$ cat src/hw/cart_pkg.sv
//==========================================================
// Shared types and constants for cartridge detection
// Header offsets are word addresses in the ROM image after
// the copier header is stripped
// Size codes are exponents in 1 KiB units
//==========================================================

`default_nettype none

package cart_pkg;

	// Widths with a meaning
	typedef logic [7:0]  byte_t;
	typedef logic [24:0] load_addr_t;
	typedef logic [15:0] load_data_t;
	typedef logic [23:0] file_size_t;
	typedef logic [3:0]  size_code_t;
	typedef logic [1:0]  rom_layout_t;
	typedef logic [7:0]  rom_type_t;
	typedef logic [23:0] mask_t;
	typedef logic [14:0] hdr_ofs_t;
	typedef logic [8:0]  hdr_prefix_t;
	typedef logic [3:0]  chip_code_t;

	//==========================================================
	// Internal ROM header location
	//==========================================================
	localparam hdr_ofs_t HDR_MAPPER_OFS  = 15'h7FD4;
	localparam hdr_ofs_t HDR_TYPE_OFS    = 15'h7FD6;
	localparam hdr_ofs_t HDR_RAMSIZE_OFS = 15'h7FD8;
	localparam hdr_ofs_t HDR_COMPANY_OFS = 15'h7FDA;

	// Bits placed above the offset, LoROM uses none
	localparam hdr_prefix_t HIROM_PREFIX   = 9'h001;
	localparam hdr_prefix_t EXHIROM_PREFIX = 9'h081;

	localparam rom_layout_t LAYOUT_LOROM   = 2'd0;
	localparam rom_layout_t LAYOUT_HIROM   = 2'd1;
	localparam rom_layout_t LAYOUT_EXHIROM = 2'd2;

	// Menu index of a sound file
	localparam logic [5:0] SPC_INDEX = 6'd2;

	//==========================================================
	// Mask derivation
	//==========================================================
	localparam size_code_t ROM_MIN_EXP   = 4'd12;
	localparam size_code_t ROM_SMALL_EXP = 4'd7;
	localparam size_code_t ST0XX_BIG_EXP = 4'd10;
	localparam size_code_t GSU_RAM_EXP   = 4'd6;
	localparam mask_t      MASK_UNIT     = 24'd1024;

	// Coprocessor codes for rom_type[7:4]
	localparam chip_code_t CHIP_DSP1    = 4'h8;
	localparam chip_code_t CHIP_DSP2    = 4'h9;
	localparam chip_code_t CHIP_DSP3    = 4'hA;
	localparam chip_code_t CHIP_DSP4    = 4'hB;
	localparam chip_code_t CHIP_OBC1    = 4'hC;
	localparam chip_code_t CHIP_SDD1    = 4'h5;
	// ST0XX also sets bit 3
	localparam chip_code_t CHIP_ST0XX   = 4'h8;
	localparam chip_code_t CHIP_GSU     = 4'h7;
	localparam chip_code_t CHIP_SA1     = 4'h6;
	localparam chip_code_t CHIP_SPC7110 = 4'hD;
	localparam chip_code_t CHIP_CX4     = 4'h4;

endpackage

`default_nettype wire

$ cat src/hw/cart_info_top.sv
//==========================================================
// Cartridge detection top level
// Stream decoder, header capture and chip classifier
// Outputs are valid from the 2nd edge after load_active falls
//==========================================================

`timescale 1ns/1ps
`default_nettype none

module cart_info_top
	import cart_pkg::*;
(
	input  wire         clk_sys,
	input  wire         RESET_N,
	input  wire         load_wr,
	input  wire         load_active,
	input  wire [5:0]   load_index,
	input  load_addr_t  load_addr,
	input  load_data_t  load_data,
	input  file_size_t  load_size,
	input  rom_layout_t rom_layout,
	input  wire         reset_req,
	output rom_type_t   rom_type,
	output mask_t       rom_mask,
	output mask_t       ram_mask,
	output logic        sound_mode
);

	logic        cart_wr;
	logic        cart_active;
	load_addr_t  cart_addr;
	load_data_t  cart_data;
	byte_t       mapper_hdr;
	byte_t       type_hdr;
	byte_t       company_hdr;
	size_code_t  rom_size_code;
	size_code_t  ram_size_code;
	rom_layout_t first_layout;

	load_stream_decoder load_stream_decoder_i (
		.clk_sys     (clk_sys),
		.RESET_N     (RESET_N),
		.load_wr     (load_wr),
		.load_active (load_active),
		.load_index  (load_index),
		.load_addr   (load_addr),
		.load_data   (load_data),
		.load_size   (load_size),
		.reset_req   (reset_req),
		.cart_wr     (cart_wr),
		.cart_active (cart_active),
		.cart_addr   (cart_addr),
		.cart_data   (cart_data),
		.sound_mode  (sound_mode)
	);

	header_capture header_capture_i (
		.clk_sys       (clk_sys),
		.RESET_N       (RESET_N),
		.cart_wr       (cart_wr),
		.cart_addr     (cart_addr),
		.cart_data     (cart_data),
		.rom_layout    (rom_layout),
		.mapper_hdr    (mapper_hdr),
		.type_hdr      (type_hdr),
		.company_hdr   (company_hdr),
		.rom_size_code (rom_size_code),
		.ram_size_code (ram_size_code),
		.first_layout  (first_layout)
	);

	chip_classifier chip_classifier_i (
		.clk_sys       (clk_sys),
		.RESET_N       (RESET_N),
		.cart_active   (cart_active),
		.mapper_hdr    (mapper_hdr),
		.type_hdr      (type_hdr),
		.company_hdr   (company_hdr),
		.rom_size_code (rom_size_code),
		.ram_size_code (ram_size_code),
		.first_layout  (first_layout),
		.rom_type      (rom_type),
		.rom_mask      (rom_mask),
		.ram_mask      (ram_mask)
	);

endmodule

`default_nettype wire

$ cat src/hw/chip_classifier.sv
//==========================================================
// Coprocessor classification and address masks
// Outputs follow the header fields while no cartridge is
// being downloaded, and hold during a download
// Rules are checked in priority order, first match wins
//==========================================================

`timescale 1ns/1ps
`default_nettype none

module chip_classifier
	import cart_pkg::*;
(
	input  wire         clk_sys,
	input  wire         RESET_N,
	input  wire         cart_active,
	input  byte_t       mapper_hdr,
	input  byte_t       type_hdr,
	input  byte_t       company_hdr,
	input  size_code_t  rom_size_code,
	input  size_code_t  ram_size_code,
	input  rom_layout_t first_layout,
	output rom_type_t   rom_type,
	output mask_t       rom_mask,
	output mask_t       ram_mask
);

	rom_type_t  type_next;
	mask_t      rom_mask_next;
	mask_t      ram_mask_next;
	size_code_t rom_exp;

	//==========================================================
	// Masks
	//==========================================================
	// Small or missing ROM sizes fall back to 4 MiB
	assign rom_exp = (rom_size_code < ROM_SMALL_EXP) ? ROM_MIN_EXP : rom_size_code;
	assign rom_mask_next = (MASK_UNIT << rom_exp) - mask_t'(1);

	//==========================================================
	// Chip decode
	//==========================================================
	always_comb begin
		type_next = {6'd0, first_layout};
		ram_mask_next = (ram_size_code == '0) ? '0 :
		                (MASK_UNIT << ram_size_code) - mask_t'(1);

		// DSP3 shares mapper and type with DSP1
		if (mapper_hdr == 8'h30 && type_hdr == 8'h05 && company_hdr == 8'hB2) begin
			type_next[7:4] = CHIP_DSP3;
		end else if (((mapper_hdr == 8'h20 || mapper_hdr == 8'h21) && type_hdr == 8'h03) ||
		             (mapper_hdr == 8'h30 && type_hdr == 8'h05) ||
		             (mapper_hdr == 8'h31 && (type_hdr == 8'h03 || type_hdr == 8'h05))) begin
			type_next[7:4] = CHIP_DSP1;
		end else if (mapper_hdr == 8'h20 && type_hdr == 8'h05) begin
			type_next[7:4] = CHIP_DSP2;
		end else if (mapper_hdr == 8'h30 && type_hdr == 8'h03) begin
			type_next[7:4] = CHIP_DSP4;
		end else if (mapper_hdr == 8'h30 && type_hdr == 8'h25) begin
			type_next[7:4] = CHIP_OBC1;
		end else if (mapper_hdr == 8'h32 && (type_hdr == 8'h43 || type_hdr == 8'h45)) begin
			type_next[7:4] = CHIP_SDD1;
		end else if (mapper_hdr == 8'h30 && type_hdr == 8'hF6) begin
			type_next[7:4] = CHIP_ST0XX;
			type_next[3]   = 1'b1;
			// Smaller ST010/ST011 carts use the other variant
			if (rom_size_code < ST0XX_BIG_EXP)
				type_next[5] = 1'b1;
		end else if (mapper_hdr == 8'h20 &&
		             (type_hdr == 8'h13 || type_hdr == 8'h14 ||
		              type_hdr == 8'h15 || type_hdr == 8'h1A)) begin
			type_next[7:4] = CHIP_GSU;
			// GSU always gets 64 KiB of work RAM
			ram_mask_next  = (MASK_UNIT << GSU_RAM_EXP) - mask_t'(1);
		end else if (mapper_hdr == 8'h23 &&
		             (type_hdr == 8'h32 || type_hdr == 8'h34 || type_hdr == 8'h35)) begin
			type_next[7:4] = CHIP_SA1;
		end else if (mapper_hdr == 8'h3A && (type_hdr == 8'hF5 || type_hdr == 8'hF9)) begin
			type_next[7:4] = CHIP_SPC7110;
			// RTC variant
			type_next[3]   = type_hdr[3];
		end else if (mapper_hdr == 8'h20 && type_hdr == 8'hF3) begin
			type_next[7:4] = CHIP_CX4;
		end
	end

	// Recompute only outside a cartridge download
	always_ff @(posedge clk_sys) begin
		if (!RESET_N) begin
			rom_type <= '0;
			rom_mask <= '0;
			ram_mask <= '0;
		end else if (!cart_active) begin
			rom_type <= type_next;
			rom_mask <= rom_mask_next;
			ram_mask <= ram_mask_next;
		end
	end

endmodule

`default_nettype wire

$ cat src/hw/header_capture.sv
//==========================================================
// Internal ROM header capture
// Fields are latched on the cycle after cart_wr
// The layout must be stable for the whole download
// Fields hold until the same offset is written again
//==========================================================

`timescale 1ns/1ps
`default_nettype none

module header_capture
	import cart_pkg::*;
(
	input  wire         clk_sys,
	input  wire         RESET_N,
	input  wire         cart_wr,
	input  load_addr_t  cart_addr,
	input  load_data_t  cart_data,
	input  rom_layout_t rom_layout,
	output byte_t       mapper_hdr,
	output byte_t       type_hdr,
	output byte_t       company_hdr,
	output size_code_t  rom_size_code,
	output size_code_t  ram_size_code,
	output rom_layout_t first_layout
);

	hdr_prefix_t hdr_prefix;
	load_addr_t  mapper_addr;
	load_addr_t  type_addr;
	load_addr_t  ramsize_addr;
	load_addr_t  company_addr;

	// Header base depends on the layout
	always_comb begin
		case (rom_layout)
			LAYOUT_HIROM:   hdr_prefix = HIROM_PREFIX;
			LAYOUT_EXHIROM: hdr_prefix = EXHIROM_PREFIX;
			default:        hdr_prefix = '0;
		endcase
	end

	assign mapper_addr  = {1'b0, hdr_prefix, HDR_MAPPER_OFS};
	assign type_addr    = {1'b0, hdr_prefix, HDR_TYPE_OFS};
	assign ramsize_addr = {1'b0, hdr_prefix, HDR_RAMSIZE_OFS};
	assign company_addr = {1'b0, hdr_prefix, HDR_COMPANY_OFS};

	always_ff @(posedge clk_sys) begin
		if (!RESET_N) begin
			mapper_hdr    <= '0;
			type_hdr      <= '0;
			company_hdr   <= '0;
			rom_size_code <= '0;
			ram_size_code <= '0;
			first_layout  <= '0;
		end else if (cart_wr) begin
			// Start of image, forget the old RAM size
			if (cart_addr == '0) begin
				ram_size_code <= '0;
				first_layout  <= rom_layout;
			end

			if (cart_addr == mapper_addr)
				mapper_hdr <= cart_data[15:8];

			// Type in the low byte, ROM size in the next nibble
			if (cart_addr == type_addr) begin
				type_hdr      <= cart_data[7:0];
				rom_size_code <= cart_data[11:8];
			end

			if (cart_addr == ramsize_addr)
				ram_size_code <= cart_data[3:0];

			if (cart_addr == company_addr)
				company_hdr <= cart_data[7:0];
		end
	end

endmodule

`default_nettype wire

$ cat src/hw/load_stream_decoder.sv
//==========================================================
// Download stream front end
// All outputs are registered, one cycle after the input
// Indices 0 and 1 are cartridge images, index 2 a sound file
// The copier header length is taken from load_size[9:0]
//==========================================================

`timescale 1ns/1ps
`default_nettype none

module load_stream_decoder
	import cart_pkg::*;
(
	input  wire        clk_sys,
	input  wire        RESET_N,
	input  wire        load_wr,
	input  wire        load_active,
	input  wire [5:0]  load_index,
	input  load_addr_t load_addr,
	input  load_data_t load_data,
	input  file_size_t load_size,
	input  wire        reset_req,
	output logic       cart_wr,
	output logic       cart_active,
	output load_addr_t cart_addr,
	output load_data_t cart_data,
	output logic       sound_mode
);

	logic cart_dl;
	logic spc_dl;

	// Download kind from the menu index
	assign cart_dl = load_active && (load_index[5:1] == 5'd0);
	assign spc_dl  = load_active && (load_index == SPC_INDEX);

	always_ff @(posedge clk_sys) begin
		if (!RESET_N) begin
			cart_wr     <= 1'b0;
			cart_active <= 1'b0;
			sound_mode  <= 1'b0;
		end else begin
			cart_wr     <= load_wr & cart_dl;
			cart_active <= cart_dl;
			if (reset_req)
				sound_mode <= 1'b0;
			// A write of any other file leaves sound mode
			if (load_wr)
				sound_mode <= spc_dl;
		end
	end

	// Strip the 512 byte copier header when present
	always_ff @(posedge clk_sys) begin
		cart_addr <= load_addr - load_addr_t'(load_size[9:0]);
		cart_data <= load_data;
	end

endmodule

`default_nettype wire

$ cat config.mk
export PLATFORM = sky130hd
export DESIGN_NAME = cart_info_top
export DESIGN_NICKNAME = d
export VERILOG_FILES = /design/src/hw/cart_pkg.sv /design/src/hw/cart_info_top.sv /design/src/hw/chip_classifier.sv /design/src/hw/header_capture.sv /design/src/hw/load_stream_decoder.sv
export SDC_FILE = /design/constraint.sdc
export NUM_CORES = 1
export LEC_CHECK = 0
export ABC_AREA = 1
export BUFFER_PORTS_ARGS = -buffer_cell sky130_fd_sc_hd__buf_2
export CORE_MARGIN = 2
export CORE_UTILIZATION = 55
export CTS_BUF_LIST = sky130_fd_sc_hd__clkbuf_16
export CTS_CLUSTER_DIAMETER = 30
export CTS_CLUSTER_SIZE = 16
export DETAILED_ROUTE_END_ITERATION = 10
export GPL_ROUTABILITY_DRIVEN = 1
export PLACE_DENSITY_LB_ADDON = 0.2
export SLEW_MARGIN = 0
export SYNTH_ARGS = -nofsm -noshare
export SYNTH_HDL_FRONTEND = slang
export SYNTH_HIERARCHICAL = 1
export SYNTH_SLANG_ARGS = --single-unit
$ cat constraint.sdc
create_clock -name clk_sys -period 2.2 [get_ports clk_sys]
set_clock_uncertainty 0.2 [all_clocks]
set_input_delay 0.11 -clock clk_sys [delete_from_list [all_inputs] [get_ports clk_sys]]
set_output_delay 0.11 -clock clk_sys [all_outputs]
set_load 0.05 [all_outputs]
Word level (Yosys, flattened, before mapping)
Index checks and enable logic that the tools add are counted.

operators by class
  eq/ne operators = 31
  bitwise gates (word level) = 1
  add/sub/neg operators = 3
  multiplexer cells = 36
  shift-type cells = 2
  reductions and logical operators = 36
  order comparisons = 2

operator list
  operator                 count
  $mux W24                 9
  $eq A25 B23 Y1           4
  $eq A8 B6 Y1 const B     11
  $mux W4                  12
  $shl A11 B4 Y24 const A  2
  $sub A24 B1 Y24 const B  2
  $eq A8 B8 Y1 const B     5
  $eq A8 B5 Y1 const B     4
  $logic_not A25 Y1        1
  $sub A25 B10 Y25         1
  $eq A8 B7 Y1 const B     2
  $pmux W8 S2              1
  $logic_and A1 B1 Y1      15
  $mux W1                  12
  $logic_or A1 B1 Y1       11
  $reduce_and A2 Y1        5
  $eq A8 B2 Y1 const B     1
  $eq A8 B3 Y1 const B     1
  $eq A6 B2 Y1 const B     1
  $logic_not A5 Y1         1
  $mux W5                  1
  $logic_not A4 Y1         1
  $lt A4 B3 Y1 const B     1
  $lt A4 B4 Y1 const B     1
  other kinds (5)          6

storage, ports and cells
  register bits = 133
  output and inout bits = 57
  bits of input ports = 78

Logic depth before layout (Yosys ltp)
  word-level depth = 13
  depth in mapped cells = 12
  gate-level depth less buffers = 12

Cells and area by module
Netlist, hierarchy kept.

modules (own cells, without submodules)
  module               area each (um2)  instances  cells an instance
  chip_classifier      2,195.9          1          345
  load_stream_decoder  2,104.5          1          293
  header_capture       1,692.9          1          237

Worst setup path after synthesis
OpenSTA, ideal clock, no wires.

  path kind = input port to flip-flop
  from = in load_addr[0]
  to = reg load_stream_decoder_i.cart_addr[16]
  data arrival time = 1.343 ns
  library setup time = 0.112 ns
  data required time = 1.888 ns
  path slack = 0.545 ns
  buffers on the path = 0
  stages = 11
  path through = inv_1 > ha_1 > fa_1 > inv_1 > nand3_1 > nand3_1 > nand3_1 > nand2_1 > nand2_2 > nand3_1 > nand2_1

between the ends
  word-level cells in the longest chain between the ends = 1

ends and longest elaborated chain
  what                  line                       RTL
  start, declared       cart_info_top.sv:18        input load_addr_t load_addr,
  $sub A25 B10 Y25      load_stream_decoder.sv:55  cart_addr <= load_addr - load_addr_t'(load_size[9:0]);
  end signal, assigned  load_stream_decoder.sv:55
  end, declared         load_stream_decoder.sv:25  output load_addr_t cart_addr,

No other way between the ends.
A chain may end at the register's enable or synchronous reset.

Worst setup path after layout
  from = in load_index[3]
  to = reg load_stream_decoder_i.cart_wr

between the ends
  word-level cells in the longest chain between the ends = 3

ends and longest elaborated chain
  what                  line                       RTL
  start, declared       cart_info_top.sv:17        input wire [5:0] load_index,
  $logic_not A5 Y1      load_stream_decoder.sv:34  assign cart_dl = load_active && (load_index[5:1] == 5'd0);
  $logic_and A1 B1 Y1   load_stream_decoder.sv:34
  $and A1 B1 Y1         load_stream_decoder.sv:43  cart_wr <= load_wr & cart_dl;
  end signal, assigned  load_stream_decoder.sv:43
  end, declared         load_stream_decoder.sv:23  output logic cart_wr,

No other way between the ends.

==> results_dict.tcl <==
set metrics [dict create \
    first_iter_violations 334 \
    die_x_um 108 \
    multiInputGateArea_um2 3050 \
    yosys.area.top_type "dfxtp_1" \
    grt_max_degree 46 \
    synth_top_cell_area_share 0.384 \
    rr_endpoint "header_capture_i/mapper_hdr[2]" \
    maxCapViolCount 0 \
    async_flop_share 0 \
    setup_tns_ps 0 \
    synth_cells 875 \
    tightest_slew_ps 804 \
    r2r_cells 9 \
    vias 6022 \
    critPathRequiredTime_ps 2350 \
    r2r_setup_slack_ps 340 \
    n_antenna_cell 0 \
    p_per_area_nw_per_um2 711 \
    grt_overflow_total 0 \
    clk_pin_slew_ps 50 \
    p_seq_frac 0.404 \
    antenna_found_initial 0 \
    rsz0062_at_grt "false" \
    nFillCells 893 \
    setup_violations 0 \
    gp_congestion 0.934 \
    synth_edf_count 0 \
    hold_viol 0 \
    synthFlopType "dfxtp_1" \
    path_class "input port to register" \
    p_comb_frac 0.116 \
    core_area_um2 10700 \
    highest_layer "met4" \
    p_leak_nw 3.76 \
    cts.sinks 115 \
    fin_crit_sh 0.961 \
    worstSetupStartpoint "load_index[3]" \
    ys_types 43 \
    ant_nets 0 \
    hpwl_mm 10.1 \
    start_kind "input port" \
    yosys-top-cells-area "dfxtp_1 38%, nand2_1 12%, nor2_1 9.7%" \
    start_util 0.558 \
    row_count 38 \
    cp_cell_sequence "dlygate4sd3_1, buf_2, nor2_1, nand2_1, dlygate4sd3_1, nor3b_1, dlygate4sd3_1" \
    via_per_inst 5.01 \
    drcViolationCount 0 \
    wl_met3_um 706 \
    final_layout_size_suffix_gt1_frac 0.198 \
    r2r-start "load_stream_decoder_i/cart_addr[21]" \
    grt_pass1_vias 5689 \
    clock_power_share 0.480 \
    slowest_delay_ps 580 \
    path_common_cell "dlygate4sd3_1" \
    io_buffers 119 \
    fin_crit_ps 2120 \
    cp_slowest_cell "dlygate4sd3_1" \
    slew_viol_final 0 \
    die_area_um2 11700 \
    yosysSeqAreaShare 0.384 \
    track_usage 0.261 \
    syn-cell-area_um2 5990 \
    end_kind "register" \
    wl_per_cell_um 12.3 \
    io_pins 135 \
    insertion_delay_ps 410 \
    routed_wl_mm 14.8 \
    crit_arrival_ps 2270 \
    fin_nets 1141 \
    wl_met2_mm 7.74 \
    wl_met1_mm 5.92 \
    relSlewSlack 0.464 \
    ir_drop_v 0.000547 \
    cts_max_level 4 \
    synth-seq-cells 115 \
    ys_warn_count 6 \
    area_delta_synth_final_pct 29.9 \
    die_h_um 108 \
    fin_hold_ws_ps 47.7 \
    syn_area_per_cell_um2 6.85 \
    first_pass_iters 6 \
    numCtsBuffers 17 \
    cp_max_fo 2 \
    status "finished, final reports clean" \
    ff_latch_area_um2 2300 \
    p_sw_frac 0.246 \
    worstSetupEndpoint "load_stream_decoder_i/cart_wr" \
    cell_internal_pwr_mw 4.18 \
    cts_tree "yes" \
    max_freq_mhz 473 \
    clock_tree.root_cell "clkbuf_16" \
    p_sw_mw 1.36 \
    clock_path_buffers 2 \
    grt_pass1_wl_mm 24.2 \
    hp-class "input port to register" \
]
-- registers in the layout, indices dropped and copies added, names as in the netlist, 2 cells and up --
| register | flops |
|---|---|
| header_capture_i/type_hdr | 8 |
| load_stream_decoder_i/cart_data | 16 |
| header_capture_i/mapper_hdr | 8 |
| chip_classifier_i/rom_type | 7 |
| header_capture_i/company_hdr | 8 |
| chip_classifier_i/ram_mask | 15 |
| load_stream_decoder_i/cart_addr | 25 |
| chip_classifier_i/rom_mask | 15 |
| header_capture_i/ram_size_code | 4 |
| header_capture_i/rom_size_code | 4 |
| header_capture_i/first_layout | 2 |
-- worst min-delay path by stage --
| stage | start | endpoint | slack (ps) | cells past startpoint |
|---|---|---|---|---|
| floorplan | load_data[0] | load_stream_decoder_i/cart_data[0] | -60 | 0 |
| global placement | load_data[9] | load_stream_decoder_i/cart_data[9] | 10 | 1 |
| detailed placement | load_data[1] | load_stream_decoder_i/cart_data[1] | 10 | 1 |
| CTS | load_addr[3] | load_stream_decoder_i/cart_addr[4] | 40 | 5 |
| global route | load_addr[3] | load_stream_decoder_i/cart_addr[4] | 80 | 5 |
| finish | load_addr[2] | load_stream_decoder_i/cart_addr[4] | 50 | 5 |
-- cells in the mapped netlist (2+ instances only) --
| cell | instances |
|---|---|
| buf_4 | 22 |
| dfxtp_1 | 115 |
| o211ai_1 | 2 |
| nand2_2 | 11 |
| nor3_1 | 10 |
| nand3_2 | 6 |
| ha_1 | 13 |
| nand4_1 | 20 |
| a31oi_1 | 5 |
| nor2_1 | 155 |
| inv_1 | 98 |
| inv_2 | 7 |
| nand3b_1 | 3 |
| conb_1 | 2 |
| xnor2_1 | 2 |
| clkbuf_1 | 7 |
| a21oi_1 | 53 |
| buf_2 | 3 |
| a21oi_2 | 3 |
| buf_6 | 3 |
| xor2_1 | 11 |
| nand2_1 | 196 |
| nand3_1 | 48 |
| nand2_4 | 2 |
| o21ai_1 | 11 |
| or2_1 | 2 |
| o21ai_0 | 33 |
| nor3_4 | 3 |
| nor2_2 | 11 |
| and2_1 | 3 |
| nor2_4 | 3 |
-- layer usage --
layer / global-route usage / up-vias
met3: 0.0633 / 39
met5: 0 / -
met4: 0.135 / 0
met1: 0.268 / 2682
met2: 0.489 / 192
li1: - / 3109
-- power groups by stage --
stage | clock network (mW) | logic [mW] | registers (mW)
after floorplan | 0 | 0.354 | 2.31
after CTS | 2.68 | 0.630 | 2.24
after global placement | 0 | 0.531 | 2.28
after global routing | 2.79 | 0.710 | 2.25
final | 2.66 | 0.640 | 2.24
after detailed placement | 0 | 0.538 | 2.28
-- kinds of logic (layout without fill, tap and decap cells) --
logic type | Yosys count | after routing | share of synthesized area
other | 2 | 3 | 0.00125
AO/OA/AOI/OAI | 110 | 110 | 0.0969
XOR/XNOR | 13 | 13 | 0.0190
flip-flops | 115 | 115 | 0.384
AND/OR/NAND/NOR | 479 | 479 | 0.361
adder cells (fa/ha/maj) | 14 | 14 | 0.0305
buffers and inverters | 142 | 327 | 0.107
-- layout by cell type (no fill, tap or decap), drive strengths merged, types with 3 or more instances in the layout --
cell and n:
bufinv 3, nand3b 4, a21oi 56, dfxtp 115
nand4 21, clkinv 8, ha 13, dlygate4sd3 58
a31oi 5, and2 3, o21ai 44, conb 3
nand2 209, buf 131, xor2 11, clkbuf 17
nor3 14, inv 108, nand3 54, nor2 170
-- cell type report --
| class | count | share of cell area |
|---|---|---|
| inverter | 107 | 0.0518 |
| clock buffer | 17 | 0.0546 |
| multi-input combinational | 619 | 0.392 |
| sequential | 115 | 0.296 |
| tap | 140 | 0.0225 |
| clock inverter | 14 | 0.0191 |
| timing repair buffer | 189 | 0.164 |
-- through the flow --
step	total power, mW	area (um2)	instances	setup slack (ps)	util
finish	5.54	7780	1201	84.7	0.724
global route	5.75	7780	1201	7.22	0.724
CTS	5.54	7730	1196	83.8	0.720
detailed placement	2.82	6580	1107	240	0.612
global placement	2.81	6580	1107	290	0.612
floorplan	2.66	6000	876	545	-
-- critical path, delay by kind of cell --
| family | cells | cell delay [ps] |
|---|---|---|
| buffers and inverters | 4 | 1790 |
| and+or+nand+nor | 3 | 360 |
-- timing repair --
| item | CTS | global route |
|---|---|---|
| endpoints found under the setup margin | 0 | 11 |
| endpoints found under the hold margin | 46 | 0 |
| hold buffers | 58 | 0 |
| resized for setup | 0 | 0 |
| buffers inserted | 0 | 5 |
No activity file was read; power rests on OpenSTA's default activity.
